File: config.mk
export PLATFORM = sky130hd
export DESIGN_NAME = nco_multi_top
export DESIGN_NICKNAME = d
export VERILOG_FILES = /design/src/source/nco_pkg.sv /design/src/source/nco_multi_top.sv /design/src/source/voice_mixer.sv /design/src/source/wave_level.sv /design/src/source/phase_accum_bank.sv /design/src/source/pitch_table.sv /design/src/source/nco_sequencer.sv /design/src/source/voice_regs.sv
export SDC_FILE = /design/constraint.sdc
export NUM_CORES = 2
export LEC_CHECK = 0
export BUFFER_PORTS_ARGS = -buffer_cell sky130_fd_sc_hd__buf_2
export CELL_PAD_IN_SITES_DETAIL_PLACEMENT = 1
export CELL_PAD_IN_SITES_GLOBAL_PLACEMENT = 2
export CORE_MARGIN = 5
export CORE_UTILIZATION = 45
export CTS_BUF_LIST = sky130_fd_sc_hd__clkbuf_16
export DETAILED_ROUTE_END_ITERATION = 10
export PLACE_DENSITY = 0.95
export SYNTH_ARGS = -nofsm -noshare
export SYNTH_HDL_FRONTEND = slang
export SYNTH_HIERARCHICAL = 1
export SYNTH_SLANG_ARGS = --single-unit
File: constraint.sdc
create_clock -name clk50mhz -period 13.38 [get_ports clk50mhz]
set_input_delay 0.669 -clock clk50mhz [delete_from_list [all_inputs] [get_ports clk50mhz]]
set_output_delay 0.669 -clock clk50mhz [all_outputs]
set_load 0.05 [all_outputs]
File: src/source/nco_pkg.sv
package nco_pkg;

  ////////////////////
  // datapath widths
  localparam int acc_width    = 32;   // phase accumulator
  localparam int sample_width = 16;   // signed voice sample
  localparam int level_width  = 16;   // unsigned voice level

  // waveform opcode, value 0 is silence
  typedef enum logic [1:0] {
    wave_off    = 2'd0,
    wave_saw    = 2'd1,
    wave_square = 2'd2,
    wave_tri    = 2'd3
  } wave_t;

  // per-voice configuration, 26 bits
  typedef struct packed {
    logic [3:0]             note;     // 0..11, 12..15 give no pitch
    logic [3:0]             octave;   // left shift of the base increment
    wave_t                  wave;
    logic [level_width-1:0] level;
  } voice_cfg_t;

  ////////////////////
  // APB request and response
  typedef struct packed {
    logic        psel;
    logic        penable;
    logic        pwrite;
    logic [7:0]  paddr;
    logic [31:0] pwdata;
  } apb_req_t;

  typedef struct packed {
    logic [31:0] prdata;
    logic        pready;
    logic        pslverr;
  } apb_rsp_t;

  // frame sequencer states
  typedef enum logic [2:0] {
    st_idle  = 3'd0,
    st_load  = 3'd1,
    st_step  = 3'd2,
    st_shape = 3'd3,
    st_store = 3'd4
  } seq_state_t;

  ////////////////////
  // lowest octave increments, C up to B, for a 48 kHz frame rate
  localparam logic [23:0] note_base [12] = '{
    24'd1463107, 24'd1550108, 24'd1642280, 24'd1739936,
    24'd1843398, 24'd1953015, 24'd2069148, 24'd2192180,
    24'd2322531, 24'd2460658, 24'd2606975, 24'd2761997
  };

  // register map, offsets inside one voice window
  localparam logic [7:0] addr_note_oct = 8'h00;   // note 3..0, octave 7..4
  localparam logic [7:0] addr_wave     = 8'h04;
  localparam logic [7:0] addr_level    = 8'h08;
  localparam logic [7:0] voice_stride  = 8'h10;   // window size per voice

endpackage
File: src/source/nco_multi_top.sv
`timescale 1ns/100ps

module nco_multi_top #(
  parameter  int num_voices = 4,
  localparam int mix_width  = nco_pkg::sample_width + $clog2(num_voices)
) (
  input  logic                        clk50mhz,
  input  logic                        rst_n,
  input  nco_pkg::apb_req_t           apb_req,
  output nco_pkg::apb_rsp_t           apb_rsp,
  input  logic                        sample_strobe,
  output logic signed [mix_width-1:0] mix_out,
  output logic                        sample_valid
);
  import nco_pkg::*;

  localparam int sel_width = $clog2(num_voices);

  voice_cfg_t [num_voices-1:0]    cfg_all;
  voice_cfg_t                     cur_cfg;     // voice now in the pipeline
  logic [sel_width-1:0]           voice_sel;
  logic                           load_en;
  logic                           step_en;
  logic                           shape_en;
  logic                           store_en;
  logic                           frame_done;
  logic [acc_width-1:0]           increment;
  logic [acc_width-1:0]           phase;
  logic signed [sample_width-1:0] sample;

  assign cur_cfg = cfg_all[voice_sel];

  ////////////////////
  // register bank and control
  voice_regs #(.num_voices(num_voices)) u_regs (
    .clk50mhz(clk50mhz), .rst_n(rst_n),
    .apb_req(apb_req), .apb_rsp(apb_rsp), .cfg_all(cfg_all)
  );

  nco_sequencer #(.num_voices(num_voices)) u_seq (
    .clk50mhz(clk50mhz), .rst_n(rst_n), .sample_strobe(sample_strobe),
    .voice_sel(voice_sel), .load_en(load_en), .step_en(step_en),
    .shape_en(shape_en), .store_en(store_en), .frame_done(frame_done)
  );

  ////////////////////
  // shared datapath
  pitch_table u_pitch (
    .clk50mhz(clk50mhz), .rst_n(rst_n), .load_en(load_en),
    .cfg(cur_cfg), .increment(increment)
  );

  phase_accum_bank #(.num_voices(num_voices)) u_accum (
    .clk50mhz(clk50mhz), .rst_n(rst_n), .step_en(step_en),
    .voice_sel(voice_sel), .increment(increment), .phase(phase)
  );

  wave_level u_wave (
    .clk50mhz(clk50mhz), .rst_n(rst_n), .shape_en(shape_en), .phase(phase),
    .wave(cur_cfg.wave), .level(cur_cfg.level), .sample(sample)
  );

  voice_mixer #(.num_voices(num_voices)) u_mix (
    .clk50mhz(clk50mhz), .rst_n(rst_n), .store_en(store_en),
    .frame_done(frame_done), .voice_sel(voice_sel), .sample(sample),
    .mix_out(mix_out), .sample_valid(sample_valid)
  );

endmodule

File: src/source/voice_mixer.sv
`timescale 1ns/100ps

module voice_mixer #(
  parameter  int num_voices = 4,
  localparam int mix_width  = nco_pkg::sample_width + $clog2(num_voices)
) (
  input  logic                                    clk50mhz,
  input  logic                                    rst_n,
  input  logic                                    store_en,
  input  logic                                    frame_done,
  input  logic [$clog2(num_voices)-1:0]           voice_sel,
  input  logic signed [nco_pkg::sample_width-1:0] sample,
  output logic signed [mix_width-1:0]             mix_out,
  output logic                                    sample_valid
);
  import nco_pkg::*;

  logic signed [sample_width-1:0] slot [num_voices];   // one sample per voice
  logic signed [mix_width-1:0]    mix_sum;

  // one slot written in each store cycle
  always_ff @(posedge clk50mhz) begin
    if (!rst_n) begin
      for (int i = 0; i < num_voices; i++) begin
        slot[i] <= '0;
      end
    end else if (store_en) begin
      slot[voice_sel] <= sample;
    end
  end

  always_comb begin
    mix_sum = '0;
    for (int i = 0; i < num_voices; i++) begin
      mix_sum = mix_sum + slot[i];   // sign extended
    end
  end

  always_ff @(posedge clk50mhz) begin
    if (!rst_n) begin
      mix_out      <= '0;
      sample_valid <= 1'b0;
    end else begin
      sample_valid <= frame_done;           // one pulse per frame
      if (frame_done) mix_out <= mix_sum;   // holds until the next frame
    end
  end

endmodule

File: src/source/wave_level.sv
`timescale 1ns/100ps

module wave_level (
  input  logic                                    clk50mhz,
  input  logic                                    rst_n,
  input  logic                                    shape_en,
  input  logic [nco_pkg::acc_width-1:0]           phase,
  input  nco_pkg::wave_t                          wave,
  input  logic [nco_pkg::level_width-1:0]         level,
  output logic signed [nco_pkg::sample_width-1:0] sample
);
  import nco_pkg::*;

  localparam int msb = acc_width - 1;

  logic                           ph_msb;
  logic [sample_width-1:0]        tri_fold;   // folded ramp for the triangle
  logic signed [sample_width-1:0] wave_val;
  logic signed [sample_width+level_width:0] prod;

  assign ph_msb   = phase[msb];
  assign tri_fold = ph_msb ? ~phase[msb-1:msb-16] : phase[msb-1:msb-16];

  ////////////////////
  // waveform from the top phase bits
  always_comb begin
    case (wave)
      wave_saw:    wave_val = {~ph_msb, phase[msb-1:msb-15]};
      wave_square: wave_val = ph_msb ? -16'sd32767 : 16'sd32767;
      wave_tri:    wave_val = {~tri_fold[15], tri_fold[14:0]};
      default:     wave_val = '0;   // silence
    endcase
  end

  // shared multiplier, level is unsigned
  assign prod = wave_val * $signed({1'b0, level});

  always_ff @(posedge clk50mhz) begin
    if (!rst_n) begin
      sample <= '0;
    end else if (shape_en) begin
      sample <= prod[sample_width+level_width-1:level_width];   // >>> 16
    end
  end

endmodule

File: src/source/phase_accum_bank.sv
`timescale 1ns/100ps

module phase_accum_bank #(
  parameter int num_voices = 4
) (
  input  logic                          clk50mhz,
  input  logic                          rst_n,
  input  logic                          step_en,
  input  logic [$clog2(num_voices)-1:0] voice_sel,
  input  logic [nco_pkg::acc_width-1:0] increment,
  output logic [nco_pkg::acc_width-1:0] phase
);
  import nco_pkg::*;

  logic [acc_width-1:0] acc [num_voices];   // one accumulator per voice
  logic [acc_width-1:0] next_phase;

  assign next_phase = acc[voice_sel] + increment;   // wraps mod 2^32

  always_ff @(posedge clk50mhz) begin
    if (!rst_n) begin
      for (int i = 0; i < num_voices; i++) begin
        acc[i] <= '0;
      end
      phase <= '0;
    end else if (step_en) begin
      acc[voice_sel] <= next_phase;
      phase          <= next_phase;   // same value, seen in the shape cycle
    end
  end

endmodule

File: src/source/pitch_table.sv
`timescale 1ns/100ps

module pitch_table (
  input  logic                          clk50mhz,
  input  logic                          rst_n,
  input  logic                          load_en,
  input  nco_pkg::voice_cfg_t           cfg,
  output logic [nco_pkg::acc_width-1:0] increment
);
  import nco_pkg::*;

  logic [23:0]          base;       // lowest octave increment
  logic [acc_width-1:0] base_ext;
  logic [acc_width-1:0] shifted;

  ////////////////////
  // table lookup, notes past B are silent
  always_comb begin
    base = '0;
    if (cfg.note < 4'd12) begin
      base = note_base[cfg.note];
    end
  end

  // octave up is a left shift, top bits fall off
  assign base_ext = acc_width'(base);
  assign shifted  = base_ext << cfg.octave;

  always_ff @(posedge clk50mhz) begin
    if (!rst_n) begin
      increment <= '0;
    end else if (load_en) begin
      increment <= shifted;   // ready for the step cycle
    end
  end

endmodule

File: src/source/nco_sequencer.sv
`timescale 1ns/100ps

module nco_sequencer #(
  parameter int num_voices = 4
) (
  input  logic                          clk50mhz,
  input  logic                          rst_n,
  input  logic                          sample_strobe,
  output logic [$clog2(num_voices)-1:0] voice_sel,
  output logic                          load_en,
  output logic                          step_en,
  output logic                          shape_en,
  output logic                          store_en,
  output logic                          frame_done
);
  import nco_pkg::*;

  localparam int sel_width = $clog2(num_voices);

  seq_state_t           state;
  logic [sel_width-1:0] voice_cnt;   // voice being processed
  logic                 last_voice;

  assign last_voice = (voice_cnt == sel_width'(num_voices - 1));

  ////////////////////
  // frame FSM, four cycles per voice
  always_ff @(posedge clk50mhz) begin
    if (!rst_n) begin
      state      <= st_idle;
      voice_cnt  <= '0;
      frame_done <= 1'b0;
    end else begin
      frame_done <= 1'b0;   // single cycle pulse
      case (state)
        st_idle: begin
          voice_cnt <= '0;
          if (sample_strobe) state <= st_load;   // strobe only taken here
        end
        st_load:  state <= st_step;    // increment lookup
        st_step:  state <= st_shape;   // accumulator advance
        st_shape: state <= st_store;   // wave and level
        st_store: begin
          if (last_voice) begin
            state      <= st_idle;
            voice_cnt  <= '0;
            frame_done <= 1'b1;        // mixer sums on the next edge
          end else begin
            state     <= st_load;
            voice_cnt <= voice_cnt + 1'b1;
          end
        end
        default: state <= st_idle;
      endcase
    end
  end

  // enables decoded straight from the state
  assign load_en   = (state == st_load);
  assign step_en   = (state == st_step);
  assign shape_en  = (state == st_shape);
  assign store_en  = (state == st_store);
  assign voice_sel = voice_cnt;

endmodule

File: src/source/voice_regs.sv
`timescale 1ns/100ps

module voice_regs #(
  parameter int num_voices = 4
) (
  input  logic                                    clk50mhz,
  input  logic                                    rst_n,
  input  nco_pkg::apb_req_t                       apb_req,
  output nco_pkg::apb_rsp_t                       apb_rsp,
  output nco_pkg::voice_cfg_t [num_voices-1:0]    cfg_all
);
  import nco_pkg::*;

  localparam int sel_width = $clog2(num_voices);

  logic [7:0]           voice_idx;   // window number from the address
  logic [7:0]           field_off;   // offset inside the window
  logic [sel_width-1:0] vsel;
  logic                 field_ok;
  logic                 hit;         // mapped register
  logic                 access;      // APB access phase

  ////////////////////
  // address decode
  assign voice_idx = apb_req.paddr / voice_stride;
  assign field_off = apb_req.paddr % voice_stride;
  assign vsel      = sel_width'(voice_idx);
  assign field_ok  = (field_off == addr_note_oct) || (field_off == addr_wave) ||
                     (field_off == addr_level);
  assign hit       = field_ok && (voice_idx < num_voices);
  assign access    = apb_req.psel && apb_req.penable;

  // zero wait states, error only on unmapped access
  assign apb_rsp.pready  = 1'b1;
  assign apb_rsp.pslverr = access && !hit;

  // read mux
  always_comb begin
    apb_rsp.prdata = '0;
    if (hit) begin
      case (field_off)
        addr_note_oct: apb_rsp.prdata = {24'd0, cfg_all[vsel].octave, cfg_all[vsel].note};
        addr_wave:     apb_rsp.prdata = {30'd0, cfg_all[vsel].wave};
        addr_level:    apb_rsp.prdata = {16'd0, cfg_all[vsel].level};
        default:       apb_rsp.prdata = '0;
      endcase
    end
  end

  ////////////////////
  // field update, takes effect at the access edge
  always_ff @(posedge clk50mhz) begin
    if (!rst_n) begin
      cfg_all <= '0;   // all voices silent
    end else if (access && apb_req.pwrite && hit) begin
      case (field_off)
        addr_note_oct: begin
          cfg_all[vsel].note   <= apb_req.pwdata[3:0];
          cfg_all[vsel].octave <= apb_req.pwdata[7:4];
        end
        addr_wave:  cfg_all[vsel].wave  <= wave_t'(apb_req.pwdata[1:0]);
        addr_level: cfg_all[vsel].level <= apb_req.pwdata[level_width-1:0];
        default: ;
      endcase
    end
  end

endmodule

=== After elaboration in Yosys (flattened, before gate mapping) ===
Memories as Yosys holds them, arrays and structs flattened. A register that Yosys moved wholly into a read port is not among the register bits.
Index checks and enable logic that the tools add are counted.

* Multipliers: 1
* $lt $le $gt $ge: 6
* Mux-type cells: 46
* Reduce and logical (&&, ||, !) cells: 17
* Shifts and indexed selects: 1
* Bitwise gates (word level): 4
* Equality and inequality tests: 11
* Add/sub/neg operators: 5

{| class="wikitable"
|+ Operator list
! kind !! number
|-
| $bwmux 104 || 4
|-
| $pmux 104 s3 || 1
|-
| $demux 26 s2 || 4
|-
| $bmux 26 s2 || 2
|-
| $pmux 16 s3 || 2
|-
| $mux 26 || 3
|-
| $mux 24 || 3
|-
| $mux 16 || 4
|-
| $mux 32 || 2
|-
| $add 32x32->32 || 1
|-
| $mul 16x17->32 || 1
|-
| $reduce_or 32->1 || 1
|-
| $shl 24x4->32 || 1
|-
| $mux 22 || 1
|-
| $add 17x16->18 || 1
|-
| $add 18x16->18 || 1
|-
| $mux 18 || 1
|-
| $add 16x16->17 || 1
|-
| $not 16->16 || 1
|-
| $reduce_or 16->1 || 1
|-
| $pmux 3 s5 || 1
|-
| $mux 1 || 11
|-
| $mux 2 || 5
|-
| $logic_not 8->1 || 1
|-
| other kinds (25) || 37
|}

* Flip-flop bits (word level): 209
* ROM bits: 384
* Memories: 3
* RAM bits: 192
* Input port bits: 46

{| class="wikitable"
|+ Memory list
! name !! words !! width !! read ports !! clocked after Yosys merged registers in !! wr ports !! RTL line !! RTL
|-
| (name not given) || 16 || 24 || 1 || 0 || 0 || pitch_table.sv:21 || <nowiki>base = note_base[cfg.note];</nowiki>
|-
| u_accum.acc || 4 || 32 || 1 || 1 || 4 || phase_accum_bank.sv:15 || <nowiki>logic [acc_width-1:0] acc [num_voices];</nowiki>
|-
| u_mix.slot || 4 || 16 || 4 || 0 || 4 || voice_mixer.sv:18 || <nowiki>logic signed [sample_width-1:0] slot [num_voices];</nowiki>
|}

=== Depth between registers and ports, before layout ===
* Word-level depth: 8
* Mapped depth: 30
* Mapped depth without buffers: 27

=== Modules after synthesis ===
The synthesis kept the hierarchy.

{| class="wikitable"
|+ Modules (own cells, without submodules)
! module !! instances !! cells an instance !! area an instance (µm²) !! seq. area each (µm²)
|-
| wave_level || 1 || 1096 || 9534.1 || 320.3
|-
| phase_accum_bank || 1 || 744 || 8473.1 || 4484.3
|-
| voice_regs || 1 || 459 || 4877.2 || 2082.0
|-
| voice_mixer || 1 || 441 || 4845.9 || 2302.2
|-
| pitch_table || 1 || 447 || 3243.1 || 640.6
|-
| nco_multi_top || 1 || 32 || 674.4 || 0.0
|-
| nco_sequencer || 1 || 29 || 299.0 || 120.1
|}

=== Least setup slack after synthesis ===
OpenSTA, ideal clock, no wires.

* Kind: reg2reg
* From: register u_seq.voice_cnt[0] (netlist: u_seq/voice_sel[0])
* To: register u_wave/sample[14] in the netlist's numbering
* Library setup time: 84 ps
* Cell stages (with the launch flop): 31
* Buffers on the path: 4
* Slack: 5932 ps
* Clock period less this slack: 7448 ps
* Data arrival time: 7364 ps
* Path through: dfxtp_1 buf_6 buf_12 mux4_2 inv_1 buf_1 nor2_1 xnor2_1 a22o_1 clkbuf_1 nand2_1 fa_1 inv_1 fa_1 inv_1 fa_1 inv_1 fa_1 fa_1 inv_1 fa_1 inv_1 ha_1 and3_1 and3_1 a22oi_1 nand3_1 o211ai_4 a211oi_2 o21a_1 o31ai_2

{| class="wikitable"
|+ RTL lines
! item !! RTL line !! RTL
|-
| start, declared || nco_sequencer.sv:21 || <nowiki>logic [sel_width-1:0] voice_cnt;</nowiki>
|-
| start signal, assigned || nco_sequencer.sv:50 || <nowiki>voice_cnt <= voice_cnt + 1'b1;</nowiki>
|-
| end signal, assigned || wave_level.sv:42 || <nowiki>sample <= prod[sample_width+level_width-1:level_width];</nowiki>
|-
| end, declared || wave_level.sv:10 || <nowiki>output logic signed [nco_pkg::sample_width-1:0] sample</nowiki>
|}

==> reports/results.tsv <==
metric	value	unit
period_needed	8540	ps
ff2ff_setup_slack	4840	ps
setup_slack	4840	ps
grt_pass1_wl	152000	µm
antenna_found_initial	0	
vias_per_cell	5.91	
cts-root-buf	clkbuf_16	
rsz0062_at_grt	no	
criticalPathCategory	flop to flop	
grt_max_degree	66	
peakVddDrop	0.000103	V
start_util	45.1	%
postCtsHoldBufs	0	
placed_cell_area	32400	µm²
start_kind	flop	
synthToLayoutAreaGrowth	7.50	%
fin_tns_setup	0	ps
topRoutingLayerUsed	met4	
crit_cells	24	
hp-class	flop to flop	
cts_tree	built	
worst-path-buf-inv	4	
ant_nets	0	
htreeDepth	2	
total_power	0.00294	W
post-route-period-util	63.8	%
stdcell_count	4144	
final.fill_count	7801	
antenna_cells	0	
row_count	97	
drc	0	
crit_start	u_seq/voice_sel[0]$_SDFFE_PN0P_	
wl	95800	µm
drv_cap	0	
grt_usage	25.3	%
cp_max_fo	30	
io_buffers	65	
hpwl	67600	µm
fin_nets	3612	
max-clock-path-buffers	3	
rr_endpoint	u_wave/sample[14]$_SDFFE_PN0P_	
regArea	9660	µm²
grt-ovfl-total	0	
fin_area	33900	µm²
dp_cells	4062	
cpPeakStageDelay	840	ps
p_leak	14.6	nW
status	complete, no violations	
clock_sinks	386	
wl_per_cell	23.1	µm
io_pins	99	
hold_viol	0	
wl_met2	49200	µm
via_count	24500	
place_ws	4960	ps
power.density	86.7	nW/µm²
clock_latency	580	ps
dr_wl_met3	4050	µm
syn_inst	3203	
slowest_stage	a22o_1	
fmax	117	MHz
drt_iter0_drc	1612	
final_common_cell	nand2_1	
multiInputGateArea	19500	µm²
crit_top_cell	fa_1	
firstDrtPassIters	5	
worst_slew_pin_slew	1200	ps
clock_skew	26.6	ps
wl_met1	39200	µm
slew_headroom	19.8	%
netlist_area	31500	µm²
clkSlewWorstSetupHoldPaths	60	ps
coreArea	69800	µm²
grt_pass1_vias	27100	
gp_congestion	0.921	
die_x	275	µm
setup-violations-final	0	
r2r_cells	24	
cp.required	13830	ps
cts_resized	0	
post-cts-setup-buffers	0	
avgSynthCellArea	9.84	µm²
die_h	275	µm
fp.dieArea	75400	µm²
cts_buffers	44	
slew_violations	0	
crit_chain	mux4_2 -> inv_1 -> nor2_1 -> xnor2_1 -> a22o_1 -> nand2_1 -> fa_1 -> fa_1 -> inv_1 -> fa_1 -> fa_1 -> fa_1 -> inv_1 -> fa_1 -> inv_1 -> ha_1 -> and3_1 -> and3_1 -> a22oi_1 -> nand3_1 -> o211ai_4 -> a211oi_2 -> nor3_1 -> o31ai_2	
critical_path_arrival	8990	ps
layout_common_cells	nand2_1, inv_1, fa_1	
critPathTopFamily	adder cells	
r2r-start	u_seq/voice_sel[0]$_SDFFE_PN0P_	
ys_warn_count	6	
drive_gt1_share	10.6	%
end_kind	flop	
endpoint	u_wave/sample[14]$_SDFFE_PN0P_	
==> per-layer routing <==
layer  up-vias  GRT usage, %
met5         -             0
met4         0          8.38
met3       197          2.69
met2       682          45.9
met1     12700          31.5
li1      10900             -
==> stage by stage <==
step / utilization [%] / hold WS (ps)
6_report: 48.5 / 458
5_1_grt: 48.5 / 475
4_1_cts: 48.5 / 457
3_5_place_dp: 46.4 / 445
3_3_place_gp: 46.4 / 433
2_1_floorplan: - / 430
==> final cells by class <==
cell class / count / area share, %
Clock buffer: 47 / 3.47
Clock inverter: 35 / 1.00
Inverter: 379 / 4.20
Multi-Input combinational cell: 2259 / 57.6
Sequential cell: 386 / 28.5
Tap cell: 940 / 3.47
Timing Repair Buffer: 98 / 1.71
==> worst min-delay path, cell delays in order (launching register included) <==
cell,delay (ps)
dfxtp_1,330
nand2_1,40
o21ai_0,60
==> worst min path at each step <==
| stage | depth (start not counted) | endpoint | from |
|---|---|---|---|
| 3_5_place_dp | 2 | u_mix/mix_out[12]$_SDFFE_PN0P_ | u_mix/mix_out[12]$_SDFFE_PN0P_ |
| 6_report | 2 | u_mix/mix_out[11]$_SDFFE_PN0P_ | u_mix/mix_out[11]$_SDFFE_PN0P_ |
| 5_1_grt | 3 | flop | apb_req[14] |
| 2_1_floorplan | 2 | u_pitch/increment[14]$_SDFFE_PN0P_ | u_pitch/increment[14]$_SDFFE_PN0P_ |
| 3_3_place_gp | 2 | u_mix/mix_out[12]$_SDFFE_PN0P_ | u_mix/mix_out[12]$_SDFFE_PN0P_ |
| 4_1_cts | 3 | flop | apb_req[13] |
==> power by group <==
group          switching, W  leakage (nW)  internal (W)
Sequential        0.0000253          3.55       0.00128
Combinational      0.000250          10.3      0.000118
Clock              0.000514         0.782      0.000754
Total              0.000789          14.6       0.00215
Note: power is estimated with default switching activity, not from simulation.
